==> src/common/ctrl_pkg.sv <==
/*
  shared types for the core controller and its testbench
  privilege levels cover M and U only, no S-mode support
  exception and interrupt codes follow the RISC-V privileged spec
*/
package ctrl_pkg;

  ////////////////////
  // vector types
  ////////////////////

  // data word or address
  typedef logic [31:0] xlen_t;
  // raw compressed instruction
  typedef logic [15:0] insn_c_t;
  // one bit per fast interrupt line
  typedef logic [14:0] fast_irq_t;
  // fast interrupt index
  typedef logic [3:0]  fast_id_t;

  ////////////////////
  // enums
  ////////////////////

  typedef enum logic [1:0] {
    PRIV_LVL_U = 2'b00,
    PRIV_LVL_M = 2'b11
  } priv_lvl_e;

  // prefetcher address source
  typedef enum logic [1:0] {
    PC_BOOT = 2'd0,
    PC_EXC  = 2'd1,
    PC_ERET = 2'd2
  } pc_sel_e;

  // trap vector offset select
  typedef enum logic {
    EXC_PC_EXC = 1'b0,
    EXC_PC_IRQ = 1'b1
  } exc_pc_sel_e;

  // bit 5 set marks an interrupt, fast irq n is 0x30 + n
  typedef enum logic [5:0] {
    EXC_CAUSE_INSN_ADDR_MISA     = 6'h00,
    EXC_CAUSE_INSTR_ACCESS_FAULT = 6'h01,
    EXC_CAUSE_ILLEGAL_INSN       = 6'h02,
    EXC_CAUSE_BREAKPOINT         = 6'h03,
    EXC_CAUSE_LOAD_ACCESS_FAULT  = 6'h05,
    EXC_CAUSE_STORE_ACCESS_FAULT = 6'h07,
    EXC_CAUSE_ECALL_UMODE        = 6'h08,
    EXC_CAUSE_ECALL_MMODE        = 6'h0B,
    EXC_CAUSE_IRQ_SOFTWARE_M     = 6'h23,
    EXC_CAUSE_IRQ_TIMER_M        = 6'h27,
    EXC_CAUSE_IRQ_EXTERNAL_M     = 6'h2B,
    EXC_CAUSE_IRQ_NM             = 6'h3F
  } exc_cause_e;

  // controller states, visible here for the bound checks
  typedef enum logic [3:0] {
    RESET, BOOT_SET, FIRST_FETCH, DECODE, FLUSH, IRQ_TAKEN, WAIT_SLEEP, SLEEP
  } ctrl_fsm_e;

  ////////////////////
  // bundles
  ////////////////////

  // contents of the IF-ID register plus decoder flags
  typedef struct packed {
    logic    valid;
    logic    illegal;
    logic    ecall;
    logic    ebrk;
    logic    mret;
    logic    wfi;
    logic    fetch_err;
    logic    fetch_err_plus2;
    logic    is_compressed;
    xlen_t   instr;
    insn_c_t instr_c;
    xlen_t   pc;
  } id_insn_t;

  // requests already masked with mie
  typedef struct packed {
    logic      software;
    logic      timer;
    logic      external;
    fast_irq_t fast;
  } irq_req_t;

  typedef struct packed {
    logic       pending;
    exc_cause_e cause;
    xlen_t      mtval;
  } trap_t;

  typedef struct packed {
    logic        set;
    pc_sel_e     sel;
    exc_pc_sel_e exc_sel;
  } pc_ctrl_t;

  typedef struct packed {
    logic       save_if;
    logic       save_id;
    logic       save_cause;
    logic       restore_mret;
    exc_cause_e cause;
    xlen_t      mtval;
  } csr_ctrl_t;

endpackage
==> src/hdl/core_ctrl.sv <==
/*
  core controller top, no debug mode and no writeback stage
  all control outputs are combinational from the FSM state
*/
`timescale 1ns/1ps

module core_ctrl (
  input  logic                 clk_i,
  input  logic                 rst_ni,
  input  logic                 fetch_enable_i,
  input  ctrl_pkg::id_insn_t   insn_i,
  input  ctrl_pkg::priv_lvl_e  priv_mode_i,
  input  logic                 csr_mstatus_mie_i,
  input  logic                 csr_mstatus_tw_i,
  input  logic                 irq_nm_i,
  input  ctrl_pkg::irq_req_t   irqs_i,
  input  logic                 irq_pending_i,
  input  logic                 stall_id_i,
  input  logic                 lsu_req_in_id_i,
  input  logic                 load_err_i,
  input  logic                 store_err_i,
  input  ctrl_pkg::xlen_t      lsu_addr_last_i,
  output logic                 ctrl_busy_o,
  output logic                 instr_req_o,
  output logic                 id_in_ready_o,
  output logic                 instr_valid_clear_o,
  output logic                 flush_id_o,
  output logic                 controller_run_o,
  output logic                 nmi_mode_o,
  output ctrl_pkg::pc_ctrl_t   pc_ctrl_o,
  output ctrl_pkg::csr_ctrl_t  csr_ctrl_o
);
  import ctrl_pkg::*;

  trap_t      trap;
  logic       special_req;
  logic       mret;
  logic       wfi;
  logic       handle_irq;
  exc_cause_e irq_cause;
  logic       in_flush;

  ////////////////////
  // input side
  ////////////////////

  exc_detect u_exc_detect (
    .clk_i            (clk_i),
    .rst_ni           (rst_ni),
    .insn_i           (insn_i),
    .priv_mode_i      (priv_mode_i),
    .csr_mstatus_tw_i (csr_mstatus_tw_i),
    .load_err_i       (load_err_i),
    .store_err_i      (store_err_i),
    .lsu_addr_last_i  (lsu_addr_last_i),
    .in_flush_i       (in_flush),
    .trap_o           (trap),
    .special_req_o    (special_req),
    .mret_o           (mret),
    .wfi_o            (wfi)
  );

  // nmi mode feeds back to block nested interrupts
  irq_select u_irq_select (
    .irq_nm_i          (irq_nm_i),
    .irqs_i            (irqs_i),
    .irq_pending_i     (irq_pending_i),
    .csr_mstatus_mie_i (csr_mstatus_mie_i),
    .nmi_mode_i        (nmi_mode_o),
    .handle_irq_o      (handle_irq),
    .irq_cause_o       (irq_cause)
  );

  ////////////////////
  // state machine
  ////////////////////

  ctrl_fsm u_ctrl_fsm (
    .clk_i               (clk_i),
    .rst_ni              (rst_ni),
    .fetch_enable_i      (fetch_enable_i),
    .insn_valid_i        (insn_i.valid),
    .trap_i              (trap),
    .special_req_i       (special_req),
    .mret_i              (mret),
    .wfi_i               (wfi),
    .handle_irq_i        (handle_irq),
    .irq_cause_i         (irq_cause),
    .irq_nm_i            (irq_nm_i),
    .irq_pending_i       (irq_pending_i),
    .stall_id_i          (stall_id_i),
    .lsu_req_in_id_i     (lsu_req_in_id_i),
    .in_flush_o          (in_flush),
    .nmi_mode_o          (nmi_mode_o),
    .ctrl_busy_o         (ctrl_busy_o),
    .instr_req_o         (instr_req_o),
    .id_in_ready_o       (id_in_ready_o),
    .instr_valid_clear_o (instr_valid_clear_o),
    .flush_id_o          (flush_id_o),
    .controller_run_o    (controller_run_o),
    .pc_ctrl_o           (pc_ctrl_o),
    .csr_ctrl_o          (csr_ctrl_o)
  );

endmodule

==> src/fsm/ctrl_fsm.sv <==
/*
  controller state machine with all pipeline and CSR control outputs
  outputs are combinational decodes of the current state and inputs
  single level of NMI only, a second NMI waits for MRET
*/
`timescale 1ns/1ps

module ctrl_fsm (
  input  logic                  clk_i,
  input  logic                  rst_ni,
  input  logic                  fetch_enable_i,
  input  logic                  insn_valid_i,
  input  ctrl_pkg::trap_t       trap_i,
  input  logic                  special_req_i,
  input  logic                  mret_i,
  input  logic                  wfi_i,
  input  logic                  handle_irq_i,
  input  ctrl_pkg::exc_cause_e  irq_cause_i,
  input  logic                  irq_nm_i,
  input  logic                  irq_pending_i,
  input  logic                  stall_id_i,
  input  logic                  lsu_req_in_id_i,
  output logic                  in_flush_o,
  output logic                  nmi_mode_o,
  output logic                  ctrl_busy_o,
  output logic                  instr_req_o,
  output logic                  id_in_ready_o,
  output logic                  instr_valid_clear_o,
  output logic                  flush_id_o,
  output logic                  controller_run_o,
  output ctrl_pkg::pc_ctrl_t    pc_ctrl_o,
  output ctrl_pkg::csr_ctrl_t   csr_ctrl_o
);
  import ctrl_pkg::*;

  ctrl_fsm_e state_q, state_d;
  logic      nmi_mode_q, nmi_mode_d;
  logic      stall;
  logic      halt_if;
  logic      retain_id;
  logic      flush_id;

  // a stall only matters while ID holds a real instruction
  assign stall = stall_id_i & insn_valid_i;

  ////////////////////
  // next state
  ////////////////////

  always_comb begin
    state_d          = state_q;
    nmi_mode_d       = nmi_mode_q;
    instr_req_o      = 1'b1;
    ctrl_busy_o      = 1'b1;
    controller_run_o = 1'b0;
    // IF only feeds ID in FIRST_FETCH and DECODE
    halt_if          = 1'b1;
    retain_id        = 1'b0;
    flush_id         = 1'b0;

    // sel and exc_sel only matter with set high
    pc_ctrl_o.set     = 1'b0;
    pc_ctrl_o.sel     = PC_BOOT;
    pc_ctrl_o.exc_sel = EXC_PC_IRQ;

    csr_ctrl_o.save_if      = 1'b0;
    csr_ctrl_o.save_id      = 1'b0;
    csr_ctrl_o.save_cause   = 1'b0;
    csr_ctrl_o.restore_mret = 1'b0;
    csr_ctrl_o.cause        = EXC_CAUSE_INSN_ADDR_MISA;
    csr_ctrl_o.mtval        = '0;

    unique case (state_q)
      RESET: begin
        // hold the boot address until fetch is enabled
        instr_req_o   = 1'b0;
        pc_ctrl_o.set = 1'b1;
        if (fetch_enable_i) begin
          state_d = BOOT_SET;
        end
      end

      BOOT_SET: begin
        pc_ctrl_o.set = 1'b1;
        state_d       = FIRST_FETCH;
      end

      FIRST_FETCH: begin
        halt_if = 1'b0;
        // wait out an IF miss
        if (!stall) begin
          state_d = DECODE;
        end
        // keep this instruction, it may still have memory traffic
        if (handle_irq_i) begin
          state_d = IRQ_TAKEN;
          halt_if = 1'b1;
        end
      end

      DECODE: begin
        controller_run_o = 1'b1;
        halt_if          = 1'b0;
        if (special_req_i) begin
          // keep the instruction in ID so FLUSH can look at it
          retain_id = 1'b1;
          state_d   = FLUSH;
        end
        // let the current instruction finish before the irq
        if (handle_irq_i && (stall || lsu_req_in_id_i)) begin
          halt_if = 1'b1;
        end
        if (!stall && !lsu_req_in_id_i && !special_req_i && handle_irq_i) begin
          state_d = IRQ_TAKEN;
          halt_if = 1'b1;
        end
      end

      IRQ_TAKEN: begin
        pc_ctrl_o.sel     = PC_EXC;
        pc_ctrl_o.exc_sel = EXC_PC_IRQ;
        // request may have gone away, then just resume
        if (handle_irq_i) begin
          pc_ctrl_o.set         = 1'b1;
          csr_ctrl_o.save_if    = 1'b1;
          csr_ctrl_o.save_cause = 1'b1;
          csr_ctrl_o.cause      = irq_cause_i;
          if (irq_cause_i == EXC_CAUSE_IRQ_NM) begin
            nmi_mode_d = 1'b1;
          end
        end
        state_d = DECODE;
      end

      FLUSH: begin
        flush_id = 1'b1;
        state_d  = DECODE;
        if (trap_i.pending) begin
          // mepc comes from the faulting instruction in ID
          pc_ctrl_o.set         = 1'b1;
          pc_ctrl_o.sel         = PC_EXC;
          pc_ctrl_o.exc_sel     = EXC_PC_EXC;
          csr_ctrl_o.save_id    = 1'b1;
          csr_ctrl_o.save_cause = 1'b1;
          csr_ctrl_o.cause      = trap_i.cause;
          csr_ctrl_o.mtval      = trap_i.mtval;
        end else if (mret_i) begin
          pc_ctrl_o.set           = 1'b1;
          pc_ctrl_o.sel           = PC_ERET;
          csr_ctrl_o.restore_mret = 1'b1;
          // leaving the NMI handler
          nmi_mode_d              = 1'b0;
        end else if (wfi_i) begin
          state_d = WAIT_SLEEP;
        end
      end

      WAIT_SLEEP: begin
        // one cycle to drain before the clock can stop
        ctrl_busy_o = 1'b0;
        instr_req_o = 1'b0;
        flush_id    = 1'b1;
        state_d     = SLEEP;
      end

      SLEEP: begin
        instr_req_o = 1'b0;
        flush_id    = 1'b1;
        // wake on any pending irq, even with mie clear
        if (irq_nm_i || irq_pending_i) begin
          state_d = FIRST_FETCH;
        end else begin
          ctrl_busy_o = 1'b0;
        end
      end

      default: begin
        instr_req_o = 1'b0;
        state_d     = RESET;
      end
    endcase
  end

  ////////////////////
  // stall control
  ////////////////////

  assign id_in_ready_o = ~stall & ~halt_if & ~retain_id;

  // retained or stalled instructions stay unless flushed
  assign instr_valid_clear_o = ~(stall | retain_id) | flush_id;
  assign flush_id_o          = flush_id;
  assign in_flush_o          = (state_q == FLUSH);
  assign nmi_mode_o          = nmi_mode_q;

  always_ff @(posedge clk_i or negedge rst_ni) begin
    if (!rst_ni) begin
      state_q    <= RESET;
      nmi_mode_q <= 1'b0;
    end else begin
      state_q    <= state_d;
      nmi_mode_q <= nmi_mode_d;
    end
  end

endmodule

==> src/hdl/irq_select.sv <==
/*
  interrupt acceptance and cause encoding, purely combinational
  irqs_i must already be masked with the mie CSR
*/
`timescale 1ns/1ps

module irq_select (
  input  logic                  irq_nm_i,
  input  ctrl_pkg::irq_req_t    irqs_i,
  input  logic                  irq_pending_i,
  input  logic                  csr_mstatus_mie_i,
  input  logic                  nmi_mode_i,
  output logic                  handle_irq_o,
  output ctrl_pkg::exc_cause_e  irq_cause_o
);
  import ctrl_pkg::*;

  fast_id_t mfip_id;

  // no nesting inside the NMI handler, NMI ignores mie
  assign handle_irq_o = ~nmi_mode_i &
                        (irq_nm_i | (irq_pending_i & csr_mstatus_mie_i));

  // highest fast id wins, later hits overwrite earlier ones
  always_comb begin
    mfip_id = '0;
    for (int i = 0; i < 15; i++) begin
      if (irqs_i.fast[i]) begin
        mfip_id = fast_id_t'(i);
      end
    end
  end

  ////////////////////
  // cause encoding
  ////////////////////

  always_comb begin
    irq_cause_o = EXC_CAUSE_INSN_ADDR_MISA;
    if (irq_nm_i) begin
      irq_cause_o = EXC_CAUSE_IRQ_NM;
    end else if (irqs_i.fast != '0) begin
      // interrupt flag plus 16 gives the 0x30 base
      irq_cause_o = exc_cause_e'({2'b11, mfip_id});
    end else if (irqs_i.external) begin
      irq_cause_o = EXC_CAUSE_IRQ_EXTERNAL_M;
    end else if (irqs_i.software) begin
      irq_cause_o = EXC_CAUSE_IRQ_SOFTWARE_M;
    end else if (irqs_i.timer) begin
      irq_cause_o = EXC_CAUSE_IRQ_TIMER_M;
    end
  end

endmodule

==> src/hdl/exc_detect.sv <==
/*
  synchronous exception detection and selection
  decoder flags are raw and get qualified with the valid bit here
  lsu errors are expected as single cycle pulses from the lsu
*/
`timescale 1ns/1ps

module exc_detect (
  input  logic                 clk_i,
  input  logic                 rst_ni,
  input  ctrl_pkg::id_insn_t   insn_i,
  input  ctrl_pkg::priv_lvl_e  priv_mode_i,
  input  logic                 csr_mstatus_tw_i,
  input  logic                 load_err_i,
  input  logic                 store_err_i,
  input  ctrl_pkg::xlen_t      lsu_addr_last_i,
  input  logic                 in_flush_i,
  output ctrl_pkg::trap_t      trap_o,
  output logic                 special_req_o,
  output logic                 mret_o,
  output logic                 wfi_o
);
  import ctrl_pkg::*;

  logic ecall_insn;
  logic ebrk_insn;
  logic mret_insn;
  logic wfi_insn;
  logic fetch_err;
  logic illegal_umode;
  logic illegal_insn_d, illegal_insn_q;
  logic exc_req_d, exc_req_q;
  logic load_err_q;
  logic store_err_q;

  ////////////////////
  // qualify flags
  ////////////////////

  // decoder output only counts with a valid instruction in ID
  assign ecall_insn = insn_i.ecall & insn_i.valid;
  assign ebrk_insn  = insn_i.ebrk & insn_i.valid;
  assign mret_insn  = insn_i.mret & insn_i.valid;
  assign wfi_insn   = insn_i.wfi & insn_i.valid;
  assign fetch_err  = insn_i.fetch_err & insn_i.valid;

  // mret needs M-mode, wfi traps in U-mode when TW is set
  assign illegal_umode = (priv_mode_i != PRIV_LVL_M) &
                         (mret_insn | (csr_mstatus_tw_i & wfi_insn));

  // both request flops drop while the flush handles them
  assign illegal_insn_d = ((insn_i.illegal & insn_i.valid) | illegal_umode) & ~in_flush_i;
  assign exc_req_d      = (ecall_insn | ebrk_insn | illegal_insn_d | fetch_err) & ~in_flush_i;

  // anything that needs the FLUSH state
  assign special_req_o = mret_insn | wfi_insn | exc_req_d | load_err_i | store_err_i;
  assign mret_o        = mret_insn;
  assign wfi_o         = wfi_insn;

  always_ff @(posedge clk_i or negedge rst_ni) begin
    if (!rst_ni) begin
      illegal_insn_q <= 1'b0;
      exc_req_q      <= 1'b0;
      load_err_q     <= 1'b0;
      store_err_q    <= 1'b0;
    end else begin
      illegal_insn_q <= illegal_insn_d;
      exc_req_q      <= exc_req_d;
      load_err_q     <= load_err_i;
      store_err_q    <= store_err_i;
    end
  end

  ////////////////////
  // priority select
  ////////////////////

  assign trap_o.pending = exc_req_q | store_err_q | load_err_q;

  // order per privileged spec table, ID faults before lsu faults
  always_comb begin
    trap_o.cause = EXC_CAUSE_INSN_ADDR_MISA;
    trap_o.mtval = '0;
    if (fetch_err) begin
      trap_o.cause = EXC_CAUSE_INSTR_ACCESS_FAULT;
      // fault on the upper half of a 32-bit instruction
      trap_o.mtval = insn_i.fetch_err_plus2 ? (insn_i.pc + 32'd2) : insn_i.pc;
    end else if (illegal_insn_q) begin
      trap_o.cause = EXC_CAUSE_ILLEGAL_INSN;
      trap_o.mtval = insn_i.is_compressed ? {16'b0, insn_i.instr_c} : insn_i.instr;
    end else if (ecall_insn) begin
      trap_o.cause = (priv_mode_i == PRIV_LVL_M) ? EXC_CAUSE_ECALL_MMODE :
                                                   EXC_CAUSE_ECALL_UMODE;
    end else if (ebrk_insn) begin
      trap_o.cause = EXC_CAUSE_BREAKPOINT;
    end else if (store_err_q) begin
      trap_o.cause = EXC_CAUSE_STORE_ACCESS_FAULT;
      trap_o.mtval = lsu_addr_last_i;
    end else if (load_err_q) begin
      trap_o.cause = EXC_CAUSE_LOAD_ACCESS_FAULT;
      trap_o.mtval = lsu_addr_last_i;
    end
  end

endmodule

==> config.mk <==
export PLATFORM = sky130hd
export DESIGN_NAME = core_ctrl
export DESIGN_NICKNAME = d
export VERILOG_FILES = /design/src/common/ctrl_pkg.sv /design/src/hdl/core_ctrl.sv /design/src/fsm/ctrl_fsm.sv /design/src/hdl/irq_select.sv /design/src/hdl/exc_detect.sv
export SDC_FILE = /design/constraint.sdc
export NUM_CORES = 1
export LEC_CHECK = 0
export ABC_CLOCK_PERIOD_IN_PS = 1900
export BUFFER_PORTS_ARGS = -buffer_cell sky130_fd_sc_hd__buf_2
export CAP_MARGIN = 20
export CORE_ASPECT_RATIO = 1.1
export CORE_UTILIZATION = 30
export CTS_CLUSTER_SIZE = 25
export DETAILED_ROUTE_END_ITERATION = 6
export HOLD_SLACK_MARGIN = 0.1
export PLACE_DENSITY = 0.67
export SKIP_LAST_GASP = 1
export SLEW_MARGIN = 20
export SYNTH_ARGS = -nofsm -noshare
export SYNTH_HDL_FRONTEND = slang
export SYNTH_SLANG_ARGS = --single-unit
==> constraint.sdc <==
create_clock -name clk_i -period 1.9 [get_ports clk_i]
set_clock_uncertainty 0.05 [all_clocks]
set_input_delay 0.285 -clock clk_i [delete_from_list [all_inputs] [get_ports clk_i]]
set_output_delay 0.285 -clock clk_i [all_outputs]
set_load 0.01 [all_outputs]
### Yosys cells after proc, flatten, opt, wreduce, memory -nomap -nowiden

Index checks and enable logic that the tools add are counted.

| cells by class | value |
|---|---|
| reduce and logical (&&, ||, !) cells | 17 |
| equality and inequality tests | 18 |
| multiplexer cells | 72 |
| bitwise operators | 35 |
| $add $sub $neg | 1 |

Operator list:

| cell | number |
|---|---|
| $mux 32 | 5 |
| $mux 38 | 3 |
| $mux 35 | 2 |
| $mux 4 | 14 |
| $mux 6 | 8 |
| $add 32x2->32 const B | 1 |
| $pmux 4 s8 | 1 |
| $mux 3 | 8 |
| $mux 1 | 20 |
| $eq 4x3->1 const B | 4 |
| $and 1x1->1 | 15 |
| $reduce_bool 15->1 | 1 |
| $or 1x1->1 | 14 |
| $pmux 6 s2 | 1 |
| $eq 4x2->1 const B | 2 |
| $mux 2 | 4 |
| $ne 2x2->1 const B | 4 |
| $pmux 1 s2 | 4 |
| $eq 6x6->1 const B | 1 |
| $ne 2x1->1 const B | 3 |
| $not 1->1 | 6 |
| $pmux 3 s2 | 1 |
| $reduce_and 5->1 | 1 |
| $reduce_or 5->1 | 1 |
| 13 further kinds | 19 |

| word-level totals | value |
|---|---|
| register bits after elaboration | 9 |
| input port bits | 152 |
| output and inout port bits | 53 |
| word-level logic and storage cells | 149 |

### Longest topological paths before layout

Gate-level depths: netlist of the first run.

| depth | value |
|---|---|
| word-level depth | 20 |
| mapped depth | 7 |
| mapped depth without buffers | 6 |

### Cells and area by module

A second synthesis of the first run with hierarchy kept.

| unflattened totals | value |
|---|---|
| cells, all modules | 394 |
| area, all modules | 2721.4 sq um |

Modules (own cells, without submodules):

| module | area each (sq um) | instances | cells an instance | seq. area each (sq um) |
|---|---|---|---|---|
| exc_detect | 1773.0 | 1 | 259 | 100.1 |
| ctrl_fsm | 683.2 | 1 | 98 | 100.1 |
| irq_select | 265.3 | 1 | 37 | 0.0 |

### Least setup slack after synthesis of the first run

OpenSTA, ideal clock, no wires.

| timing path | value |
|---|---|
| path kind | register to output |
| start point | reg u_ctrl_fsm.state_q[1] |
| end point | out csr_ctrl_o[24] (netlist name) |
| slack | -0.444 ns |
| path buffers | 1 |
| arrival | 2.009 ns |
| data required time | 1.565 ns |
| stages on the path, launching flop included | 6 |
| cell sequence | dfrtp_1 or3b_2 nor2_1 clkinv_1 clkbuf_1 a211oi_1 |

RTL lines:

| element | RTL line | RTL |
|---|---|---|
| start, declared | ctrl_fsm.sv:36 | `ctrl_fsm_e state_q, state_d;` |
| start signal, assigned | ctrl_fsm.sv:201 | `state_q <= state_d;` |
| end, declared | core_ctrl.sv:31 | `output ctrl_pkg::csr_ctrl_t csr_ctrl_o` |

==> out/summary.txt, run 1 <==
Routed vias: 3869
Setup tns final: -11580 ps
HP Class: in -> reg
Clock transition at path regs: 40 ps
Largest family of logic cells by synthesized area: compound AO/OA/AOI/OAI gates
Die ar.: 8110 sq um
Tmin final: 2260 ps
Top cell type's share of synthesized area: 0.124
Num CTS Buffers: 3
Outcome: complete, but fails checks
Arr. time, crit path: 1920 ps
Highest metal used: met4
CP Class: reg -> out
Number of flops mapped to enable cells by yosys: 0
Post-Place Cells: 703
Most used DFF post-synth: dfrtp_1
Tot GR Track Use: 0.266
Clock Latency Late Sink: 230 ps
Compound-Gate Fraction of Synth Area: 0.336
Endpoints failing hold: 0
Xor and xnor fraction of the mapped netlist area: 0.113
Failing checks: negative setup slack
Post-synthesis mux area share: 0.0818
Vias per cell: 5.31
Final WL: 11500 um
Post-synthesis adder-cell area fraction: 0.00538
Routability cong.: 0.838
Routed Antenna Nets: 0
DRC: 0
Clock sink count: 8
Buffer and inverter count on the worst path: 4
Comb power frac: 0.816
WL met1: 4270 um
Mapped Area: 2330 sq um
Syn Area/Cell: 7.05 sq um
Synth top area cells: a221oi_1, a211oi_1, xnor2_1
PnR worst setup slack: -357 ps
Crit share post-route: 1.19
NumNets Final: 778
Maximum fanout along the worst path: 8
Num rows: 33
Power Dens Cells: 515 nW/um^2
Metal2 WL: 6130 um
Detail Placement HPWL: 8820 um
CP top delay family: buffers and inverters
Syn. warnings: 0
Worst Tran Pin Value: 483 ps
Global-route wire length before repair: 17300 um
Chip Width: 86.0 um
Number of global-route vias before repair: 3763
Register area share after synthesis: 0.0861
Number of max-cap violations: 0
Die height: 94.4 um
Yosys reg bits: 8
# IOs: 205
RSZ-0062 raised after global routing: yes
CP max stage delay: 410 ps
Largest net degree at the start of global routing: 30
TritonCTS clock tree: yes
Switching pwr: 1170 uW
Layout cells sized above 1: 0.687
P_int: 1420 uW
Synth Area in Simple Gates: 0.308
Non-Filler Instances: 728
Total number of H-tree levels: 1
CP max stage cell: or3b_4
Synth area leader: a221oi_1
Sw frac: 0.452
Setup crit end kind: output pin
Core area: 7470 sq um
Antenna violations before repair: 0
CTS Buffer Depth: 2
Slew HR: 0.678
LEAKAGE: 0.00234 uW
Post-Synthesis Cells: 330
Syn Nets: 483
Met3 WL: 870 um
Final core occ: 0.675
Clk pwr share: 0.083
Worst VDD drop: 535 uV
# setup viols final: 48
CP required: 1560 ps
Fraction of registers with async set/reset: 1.00
DR pass1 iterations: 4
Sequential fraction of design power: 0.101
Starting DRT DRC Count: 60
Initial Util: 0.311
Clock root cell: clkbuf_8
Wire per inst: 15.7 um
Area Growth Syn to Fin: 117%
Crit-path cells: or3b_4, nor2_4, clkinv_4, buf_4, buf_12, a211oi_2, buf_2
I/O Buffers: 204
Netlist cell types: 50
Ant diodes: 0
Worst Setup Start Kind: flop
Grt ovf: 0
Slew Limit Fails: 0
Max frequency: 443 MHz
## Yosys cell counts (5+ instances only)
library cell	number
a211oi_1	33
o21ai_0	10
a221oi_1	33
clkbuf_1	22
xnor2_1	25
xor2_1	5
nand2_1	25
nand4_1	5
mux2_2	16
a21oi_1	8
nor2_1	32
nor3_1	13
dfrtp_1	8
nor4_1	11
nand3_1	11
inv_1	14
## metrics by stage
stage,hold slack [ps],power [uW],area [sq um],setup WS (ps)
after floorplan,-60.6,1180,2640,-42.9
after global placement,90.5,1950,4420,-315
after detailed placement,95.8,1980,4420,-393
after CTS,129,2430,4850,-324
after global routing,130,2780,5050,-445
final,130,2600,5050,-357
## cell usage in the layout, fill, tap and decap left out, types with 3 or more instances in the layout
| cell type | synthesis | routed |
|---|---|---|
| and4_1 | 4 | 4 |
| nor3_1 | 13 | 6 |
| nand4_1 | 5 | 5 |
| clkbuf_8 | 0 | 3 |
| a31oi_1 | 3 | 3 |
| nor2_4 | 0 | 3 |
| a221oi_1 | 33 | 24 |
| nor3_2 | 4 | 4 |
| xnor2_1 | 25 | 22 |
| o21ai_1 | 0 | 3 |
| a221oi_2 | 0 | 9 |
| nor4_1 | 11 | 4 |
| dfrtp_1 | 8 | 8 |
| nor2_2 | 0 | 3 |
| xnor2_2 | 0 | 3 |
| mux2_2 | 16 | 16 |
| nor4_2 | 0 | 5 |
| and3_1 | 3 | 3 |
| buf_6 | 1 | 15 |
| a21oi_1 | 8 | 7 |
| buf_4 | 0 | 95 |
| buf_12 | 0 | 7 |
| a211oi_4 | 0 | 8 |
| xor2_1 | 5 | 5 |
| nor4_4 | 2 | 4 |
| buf_2 | 1 | 196 |
| nor2_1 | 32 | 26 |
| o21ai_0 | 10 | 4 |
| nand2_1 | 25 | 23 |
| a211oi_2 | 0 | 23 |
| inv_1 | 14 | 13 |
| nand3_1 | 11 | 10 |
| nor3_4 | 0 | 7 |
## final timing paths
check / from / to / slack [ps] / depth (start not counted)
hold reg to reg: u_ctrl_fsm.nmi_mode_o$_DFFE_PN0P_ / u_ctrl_fsm.nmi_mode_o$_DFFE_PN0P_ / 680 / 3
setup / recovery: u_ctrl_fsm.state_q[2]$_DFFE_PN0P_ / csr_ctrl_o[10] / -360 / 7
min in group asynchronous: rst_ni / u_ctrl_fsm.state_q[0]$_DFFE_PN0P_ / 390 / 2
hold / removal: load_err_i / u_exc_detect.load_err_q$_DFF_PN0_ / 130 / 1
max in group asynchronous: rst_ni / u_exc_detect.illegal_insn_q$_DFF_PN0_ / 1230 / 2
setup reg to reg: u_ctrl_fsm.state_q[2]$_DFFE_PN0P_ / u_ctrl_fsm.state_q[2]$_DFFE_PN0P_ / -130 / 8
## flip-flops by register name, indices dropped and copies added, names as in the netlist
signal	flops
u_exc_detect.illegal_insn_q	1
u_exc_detect.store_err_q	1
u_ctrl_fsm.nmi_mode_o	1
u_ctrl_fsm.state_q	3
u_exc_detect.exc_req_q	1
u_exc_detect.load_err_q	1
## layer usage
metal	global-route usage	up-vias
met1	0.287	1798
met4	0.0611	0
met3	0.0420	20
met5	0	-
met2	0.534	182
li1	-	1869
## final cells by class
type	instances	area [sq um]
clock buffer	3	41.3
fill	642	2430
inverter	15	61.3
multi-input combinational	281	2560
sequential	8	200
tap	105	131
timing repair buffer	316	2060
## power by group through the flow
stage          logic [uW]  clock network [uW]  registers [uW]
5_1_grt              2290                 225             264
6_report             2120                 215             261
3_3_place_gp         1700                   0             257
4_1_cts              1960                 209             256
2_1_floorplan         924                   0             252
3_5_place_dp         1720                   0             260
## logic make-up after synthesis
group,after synthesis
AND/OR/NAND/NOR,129
AO/OA/AOI/OAI,104
buffers and inverters,41
XOR/XNOR,30
multiplexers,17
flip-flops,8
adder cells (fa/ha/maj),1
## what timing repair did
item | 4_1_cts | 5_1_grt
pin swaps | 16 | 7
setup buffers | 10 | 12
gates resized for setup | 53 | 39
cloned | 3 | 0
endpoints found under the setup margin | 45 | 50
hold buffers | 1 | 0
hold endpoints to repair | 8 | 0
Note: power is estimated with default switching activity, not from simulation.
==> run 2, diff against run 1 <==
--- a/config.mk
+++ b/config.mk
@@ -5,15 +5,18 @@
 export SDC_FILE = /design/constraint.sdc
 export NUM_CORES = 1
 export LEC_CHECK = 0
+export ABC_AREA = 1
 export ABC_CLOCK_PERIOD_IN_PS = 1900
 export BUFFER_PORTS_ARGS = -buffer_cell sky130_fd_sc_hd__buf_2
 export CAP_MARGIN = 20
 export CORE_ASPECT_RATIO = 1.1
+export CORE_MARGIN = 2
 export CORE_UTILIZATION = 30
 export CTS_CLUSTER_SIZE = 25
 export DETAILED_ROUTE_END_ITERATION = 6
 export HOLD_SLACK_MARGIN = 0.1
-export PLACE_DENSITY = 0.67
+export PLACE_DENSITY = 0.65
+export SETUP_SLACK_MARGIN = 0.4
 export SKIP_LAST_GASP = 1
 export SLEW_MARGIN = 20
 export SYNTH_ARGS = -nofsm -noshare
==> out/summary.txt, run 2 <==
Sequential fraction of design power: 0.086 (was 0.101)
I/O Buffers: 204 (unchanged)
Most common cell after layout, fill and taps aside: buf_2 (unchanged)
P_int: 2070 uW (was 1420 uW)
Die height: 101 um (was 94.4 um)
NumNets Final: 983 (was 778)
Tmin final: 2200 ps (was 2260 ps)
Setup tns final: -6120 ps (was -11580 ps)
Register area share after synthesis: 0.0787 (was 0.0861)
Yosys reg bits: 8 (unchanged)
Num rows: 35 (was 33)
Routability cong.: 0.926 (was 0.838)
Sw frac: 0.455 (was 0.452)
Most used DFF post-synth: dfrtp_1 (unchanged)
Final WL: 14200 um (was 11500 um)
TritonCTS clock tree: yes (unchanged)
Vias per cell: 5.09 (was 5.31)
DR pass1 iterations: 5 (was 4)
Initial Util: 0.306 (was 0.311)
Most frequent cell after synthesis: nand2_1
Starting DRT DRC Count: 170 (was 60)
CP max stage delay: 230 ps (was 410 ps)
DRC: 0 (unchanged)
Worst Setup Start Kind: input port (was flop)
Num CTS Buffers: 3 (unchanged)
Syn Nets: 653 (was 483)
Clock sink count: 8 (unchanged)
Crit-path cells: buf_8, ha_4, nand2_4, nor2_4, nand2_4, nor3_4, nand3_2, inv_2, nand2_4, or2_0, or2_0, a21oi_2, buf_2 (was or3b_4, nor2_4, clkinv_4, buf_4, buf_12, a211oi_2, buf_2)
Arr. time, crit path: 1870 ps (was 1920 ps)
Maximum fanout along the worst path: 4 (was 8)
Mapped Area: 2540 sq um (was 2330 sq um)
Worst VDD drop: 749 uV (was 535 uV)
Setup crit end kind: output pin (unchanged)
CP top delay family: simple AND/OR/NAND/NOR gates (was buffers and inverters)
CTS Buffer Depth: 2 (unchanged)
Layout cells sized above 1: 0.619 (was 0.687)
Syn Area/Cell: 5.09 sq um (was 7.05 sq um)
Crit share post-route: 1.16 (was 1.19)
Top cell type's share of synthesized area: 0.158 (was 0.124)
CP Class: in -> out (was reg -> out)
Endpoints failing hold: 0 (unchanged)
Chip Width: 91.8 um (was 86.0 um)
Syn. warnings: 0 (unchanged)
Comb power frac: 0.855 (was 0.816)
Die ar.: 9230 sq um (was 8110 sq um)
Largest net degree at the start of global routing: 32 (was 30)
Most common cell on crit path: nand2_4
LEAKAGE: 0.00307 uW (was 0.00234 uW)
Max frequency: 454 MHz (was 443 MHz)
Clock root cell: clkbuf_8 (unchanged)
RSZ-0062 raised after global routing: yes (unchanged)
Slew HR: 0.752 (was 0.678)
Routed vias: 4782 (was 3869)
# setup viols final: 47 (was 48)
WHS: 150 ps (was 130 ps)
Wire per inst: 15.1 um (was 15.7 um)
Total power: 3810 uW (was 2600 uW)
Buffer and inverter count on the worst path: 3 (was 4)
Most frequent cells in the layout: buf_2, buf_4, nand2_1 (was buf_2, buf_4, nor2_1)
Global-route wire length before repair: 21400 um (was 17300 um)
Area Growth Syn to Fin: 136% (was 117%)
Grt ovf: 0 (unchanged)
CP max stage cell: or2_0 (was or3b_4)
Top cells by count, synth: nand2_1, inv_1, nor2_1 (was a211oi_1, a221oi_1, nor2_1)
Ant diodes: 0 (unchanged)
Largest Register: u_ctrl_fsm.state_q (unchanged)
Switching pwr: 1730 uW (was 1170 uW)
Synth top area cells: nand2_1, o21ai_0, inv_1 (was a221oi_1, a211oi_1, xnor2_1)
Tot GR Track Use: 0.282 (was 0.266)
Post-Synthesis Cells: 500 (was 330)
Final core occ: 0.721 (was 0.675)
Power Dens Cells: 635 nW/um^2 (was 515 nW/um^2)
Synth area leader: nand2_1 (was a221oi_1)
Core area: 8320 sq um (was 7470 sq um)
Fraction of registers with async set/reset: 1.00 (unchanged)
HP Class: in -> reg (unchanged)
CP required: 1560 ps (about the same)
Clock transition at path regs: 40 ps (about the same)
Number of max-cap violations: 0 (unchanged)
Netlist cell types: 41 (was 50)
Clock Latency Late Sink: 240 ps (was 230 ps)
Largest register FFs: 3 (unchanged)
Total number of H-tree levels: 1 (unchanged)
Number of global-route vias before repair: 4694 (was 3763)
# IOs: 205 (unchanged)
Detail Placement HPWL: 9740 um (was 8820 um)
Antenna violations before repair: 0 (unchanged)
Failing checks: negative setup slack (unchanged)
Outcome: complete, but fails checks (unchanged)
Routed Antenna Nets: 0 (unchanged)
Clk pwr share: 0.059 (was 0.083)
Slew Limit Fails: 0 (unchanged)
Number of flops mapped to enable cells by yosys: 0 (unchanged)
PnR worst setup slack: -302 ps (was -357 ps)
Worst Tran Pin Value: 368 ps (was 483 ps)
## run 2: cell types whose count changed after synthesis, moves of 7 or more
cell / before / now
a21oi_1: 8 / 42
nor2_1: 32 / 72
xnor2_1: 25 / 4
a211oi_1: 33 / 5
o21ai_0: 10 / 63
nand2_1: 25 / 107
inv_1: 14 / 77
a221oi_1: 33 / 3
clkbuf_1: 22 / 13
a221o_1: 0 / 13
nor4_1: 11 / 4
nand3_1: 11 / 32
mux2_2: 16 / 0
## run 2: power groups by stage
stage               registers, uW  logic [uW]  clock network, uW
finish                        328        3260                224
CTS                           308        2970                224
detailed placement            310        1990                  0
floorplan                     317        1180                  0
global placement              309        1960                  0
global route                  329        3460                232
## run 2: area by class of cell
| cell class | count | area, sq um |
|---|---|---|
| clock buffers | 4 | 45.0 |
| fillers | 685 | 2320 |
| inverters | 78 | 323 |
| flip-flops and latches | 8 | 204 |
| repair buffers | 345 | 2600 |
| well taps | 111 | 139 |
| multi-input cells | 394 | 2690 |
## run 2: worst paths after layout
kind	from	endpoint	slack (ps)	depth (start not counted)
max	insn_i[1]	csr_ctrl_o[31]	-300	13
min	load_err_i	u_exc_detect.load_err_q$_DFF_PN0_	150	1
max reg2reg	u_exc_detect.load_err_q$_DFF_PN0_	u_ctrl_fsm.state_q[2]$_DFFE_PN0P_	180	8
min reg2reg	u_ctrl_fsm.nmi_mode_o$_DFFE_PN0P_	u_ctrl_fsm.nmi_mode_o$_DFFE_PN0P_	520	2
max in group asynchronous	rst_ni	u_ctrl_fsm.state_q[1]$_DFFE_PN0P_	1240	2
min in group asynchronous	rst_ni	u_ctrl_fsm.state_q[2]$_DFFE_PN0P_	370	2
## run 2: cells by family after synthesis
group	after synthesis	synth area share
flip-flops	8	0.0787
AO/OA/AOI/OAI	138	0.317
adder cells (fa/ha/maj)	1	0.00492
multiplexers	1	0.00394
XOR/XNOR	5	0.0172
buffers and inverters	98	0.151
AND/OR/NAND/NOR	249	0.427
## run 2: worst register-to-register path: stages (launching register included)
cell and delay (ps):
dfrtp_1 370, nor2_2 120, inv_2 60, or2_4 280
buf_6 130, nor4_4 300, buf_4 180, nor4_4 30
o21ai_1 120
## run 2: stage by stage
step / cell area [sq um] / std cells / setup WS [ps]
4_1_cts: 5680 / 927 / -293
5_1_grt: 6000 / 940 / -438
3_5_place_dp: 4700 / 874 / -340
3_3_place_gp: 4700 / 874 / -293
6_report: 6000 / 940 / -302
2_1_floorplan: 3020 / 500 / -69.7
## run 2: per-layer routing
layer  part of all wire  track usage  up-vias  wire length [um]
met4              0.019       0.0746        0               265
met2               0.54        0.549      209              7620
met5                  0            0        -                 0
met1               0.38        0.323     2214              5320
met3              0.067       0.0352       29               955
li1                   -            -     2330                 -
## run 2: what timing repair did
item | CTS | global route
resized for setup | 134 | 67
hold endpoints to repair | 8 | 0
buffers inserted | 43 | 13
hold buffers | 1 | 0
cloned | 5 | 0
pin swaps | 53 | 35
setup endpoints to repair | 55 | 56
==> run 3, diff against run 2 <==
--- a/config.mk
+++ b/config.mk
@@ -16,7 +16,6 @@
 export DETAILED_ROUTE_END_ITERATION = 6
 export HOLD_SLACK_MARGIN = 0.1
 export PLACE_DENSITY = 0.65
-export SETUP_SLACK_MARGIN = 0.4
 export SKIP_LAST_GASP = 1
 export SLEW_MARGIN = 20
 export SYNTH_ARGS = -nofsm -noshare
==> constraint.sdc (replaced) <==
create_clock -name clk_i -period 1.9 [get_ports clk_i]
set_clock_uncertainty 0.05 [all_clocks]
set_input_delay 0.475 -clock clk_i [delete_from_list [all_inputs] [get_ports clk_i]]
set_output_delay 0.475 -clock clk_i [all_outputs]
set_load 0.01 [all_outputs]
==> out/summary.txt, run 3 (synthesis results as in run 2) <==
Outcome: complete, but fails checks (unchanged)
Failing checks: negative setup slack (unchanged)
Total number of H-tree levels: 1 (unchanged)
Most frequent cells in the layout: buf_2, buf_4, nand2_1 (unchanged)
Non-Filler Instances: 978 (was 940)
Chip Width: 91.8 um (unchanged)
Die ar.: 9230 sq um (unchanged)
Power Dens Cells: 560 nW/um^2 (was 635 nW/um^2)
PnR worst setup slack: -731 ps (was -302 ps)
DR pass1 iterations: 4 (was 5)
CP top delay family: simple AND/OR/NAND/NOR gates (unchanged)
# setup viols final: 49 (was 47)
Buffer and inverter count on the worst path: 3 (unchanged)
Endpoints failing hold: 0 (unchanged)
I/O Buffers: 204 (unchanged)
Post-Place Cells: 915 (was 874)
Worst VDD drop: 620 uV (was 749 uV)
CTS Buffer Depth: 2 (unchanged)
Final WL: 15100 um (was 14200 um)
Ant diodes: 0 (unchanged)
Num rows: 35 (unchanged)
CP Class: in -> out (unchanged)
Setup crit end kind: output pin (unchanged)
CP max stage delay: 230 ps (about the same)
Worst Setup Start Kind: input port (unchanged)
Clock transition at path regs: 40 ps (about the same)
Routed Antenna Nets: 0 (unchanged)
CP required: 1370 ps (was 1560 ps)
Setup WS pre-CTS: -721 ps (was -340 ps)
LEAKAGE: 0.00327 uW (was 0.00307 uW)
Worst Tran Pin Value: 423 ps (was 368 ps)
Number of global-route vias before repair: 4915 (was 4694)
CP max stage cell: or2_0 (unchanged)
Comb power frac: 0.860 (was 0.855)
Max frequency: 380 MHz (was 454 MHz)
# IOs: 205 (unchanged)
TritonCTS clock tree: yes (unchanged)
Largest net degree at the start of global routing: 29 (was 32)
Setup tns final: -24870 ps (was -6120 ps)
Tot GR Track Use: 0.294 (was 0.282)
Routability cong.: 0.960 (was 0.926)
Clock sink count: 8 (unchanged)
Clock root cell: clkbuf_8 (unchanged)
Area Growth Syn to Fin: 149% (was 136%)
RSZ-0062 raised after global routing: yes (unchanged)
Layout cells sized above 1: 0.655 (was 0.619)
Antenna violations before repair: 0 (unchanged)
Clk pwr share: 0.058 (was 0.059)
Num CTS Buffers: 3 (unchanged)
Switching pwr: 1630 uW (was 1730 uW)
Largest register FFs: 3 (unchanged)
DRC: 0 (unchanged)
Arr. time, crit path: 2110 ps (was 1870 ps)
Slew HR: 0.716 (was 0.752)
Grt ovf: 0 (unchanged)
Initial Util: 0.306 (unchanged)
Total power: 3540 uW (was 3810 uW)
Detail Placement HPWL: 9780 um (was 9740 um)
Slew Limit Fails: 0 (unchanged)
Die height: 101 um (unchanged)
Final core occ: 0.760 (was 0.721)
Sequential fraction of design power: 0.082 (was 0.086)
Maximum fanout along the worst path: 2 (was 4)
Vias per cell: 5.19 (was 5.09)
Routed vias: 5079 (was 4782)
Wire per inst: 15.4 um (was 15.1 um)
Crit share post-route: 1.38 (was 1.16)
Sw frac: 0.460 (was 0.455)
HP Class: in -> reg (unchanged)
P_int: 1910 uW (was 2070 uW)
NumNets Final: 1022 (was 983)
Tmin final: 2630 ps (was 2200 ps)
Largest Register: u_ctrl_fsm.state_q (unchanged)
Crit-path cells: buf_8, ha_4, nand2_4, nor2_4, nand2_4, nor3_4, nand3_2, inv_2, nand2_2, or2_0, or2_0, a21oi_2, buf_2 (was buf_8, ha_4, nand2_4, nor2_4, nand2_4, nor3_4, nand3_2, inv_2, nand2_4, or2_0, or2_0, a21oi_2, buf_2)
Global-route wire length before repair: 22400 um (was 21400 um)
Number of max-cap violations: 0 (unchanged)
Clock Latency Late Sink: 230 ps (was 240 ps)
Fillers: 601 (was 685)
Most common cell after layout, fill and taps aside: buf_2 (unchanged)
Core area: 8320 sq um (unchanged)
Starting DRT DRC Count: 215 (was 170)
## run 3: changes by cell type in the layout (fill, tap and decap cells not counted), sizes merged
cell / previous run / this run
clkinv: 0 / 1
buf: 344 / 383
inv: 78 / 77
clkbuf: 4 / 3
## run 3: timing repair
action	CTS	global route
endpoints found under the hold margin	8	0
pin swaps	45	74
hold buffers	1	0
cloned	5	0
resized for setup	166	131
buffers inserted	40	32
endpoints found under the setup margin	49	55
## run 3: through the flow
| step | hold slack [ps] | area, sq um |
|---|---|---|
| after floorplan | 129 | 2820 |
| after global routing | 334 | 6330 |
| after CTS | 335 | 5790 |
| after global placement | 286 | 4760 |
| after detailed placement | 290 | 4760 |
| final | 336 | 6330 |
## run 3: power by group through the flow
stage	combinational (uW)	sequential, uW	clock [uW]
final	3050	291	206
after detailed placement	2020	272	0
after floorplan	1010	287	0
after CTS	2630	281	209
after global placement	2010	269	0
after global routing	3260	297	218
## run 3: layer usage
layer / global-route usage / wire length [um] / up-vias
met2: 0.554 / 7810 / 260
met1: 0.341 / 5490 / 2353
met3: 0.0396 / 1250 / 54
li1: - / - / 2412
met5: 0 / 0 / -
met4: 0.103 / 499 / 0
## run 3: layout make-up
| cell class | count | area (sq um) | area share |
|---|---|---|---|
| Multi-Input combinational cell | 394 | 2810 | 0.444 |
| Tap cell | 111 | 139 | 0.0220 |
| Inverter | 78 | 318 | 0.0502 |
| Timing Repair Buffer | 384 | 2820 | 0.446 |
| Sequential cell | 8 | 203 | 0.0320 |
| Clock buffer | 3 | 41.3 | 0.00653 |
## run 3: final timing paths
kind                                                          from                                 to  slack [ps]  depth (start not counted)
max in group asynchronous                                   rst_ni  u_ctrl_fsm.state_q[2]$_DFFE_PN0P_        1010                          2
worst max register to register  u_exc_detect.store_err_q$_DFF_PN0_  u_ctrl_fsm.state_q[0]$_DFFE_PN0P_          40                         10
worst min-delay path                                    load_err_i  u_exc_detect.load_err_q$_DFF_PN0_         340                          1
min in group asynchronous                                   rst_ni  u_ctrl_fsm.nmi_mode_o$_DFFE_PN0P_         590                          2
worst min register to register   u_ctrl_fsm.nmi_mode_o$_DFFE_PN0P_  u_ctrl_fsm.nmi_mode_o$_DFFE_PN0P_         540                          3
worst max-delay path                                     insn_i[1]                     csr_ctrl_o[31]        -730                         13
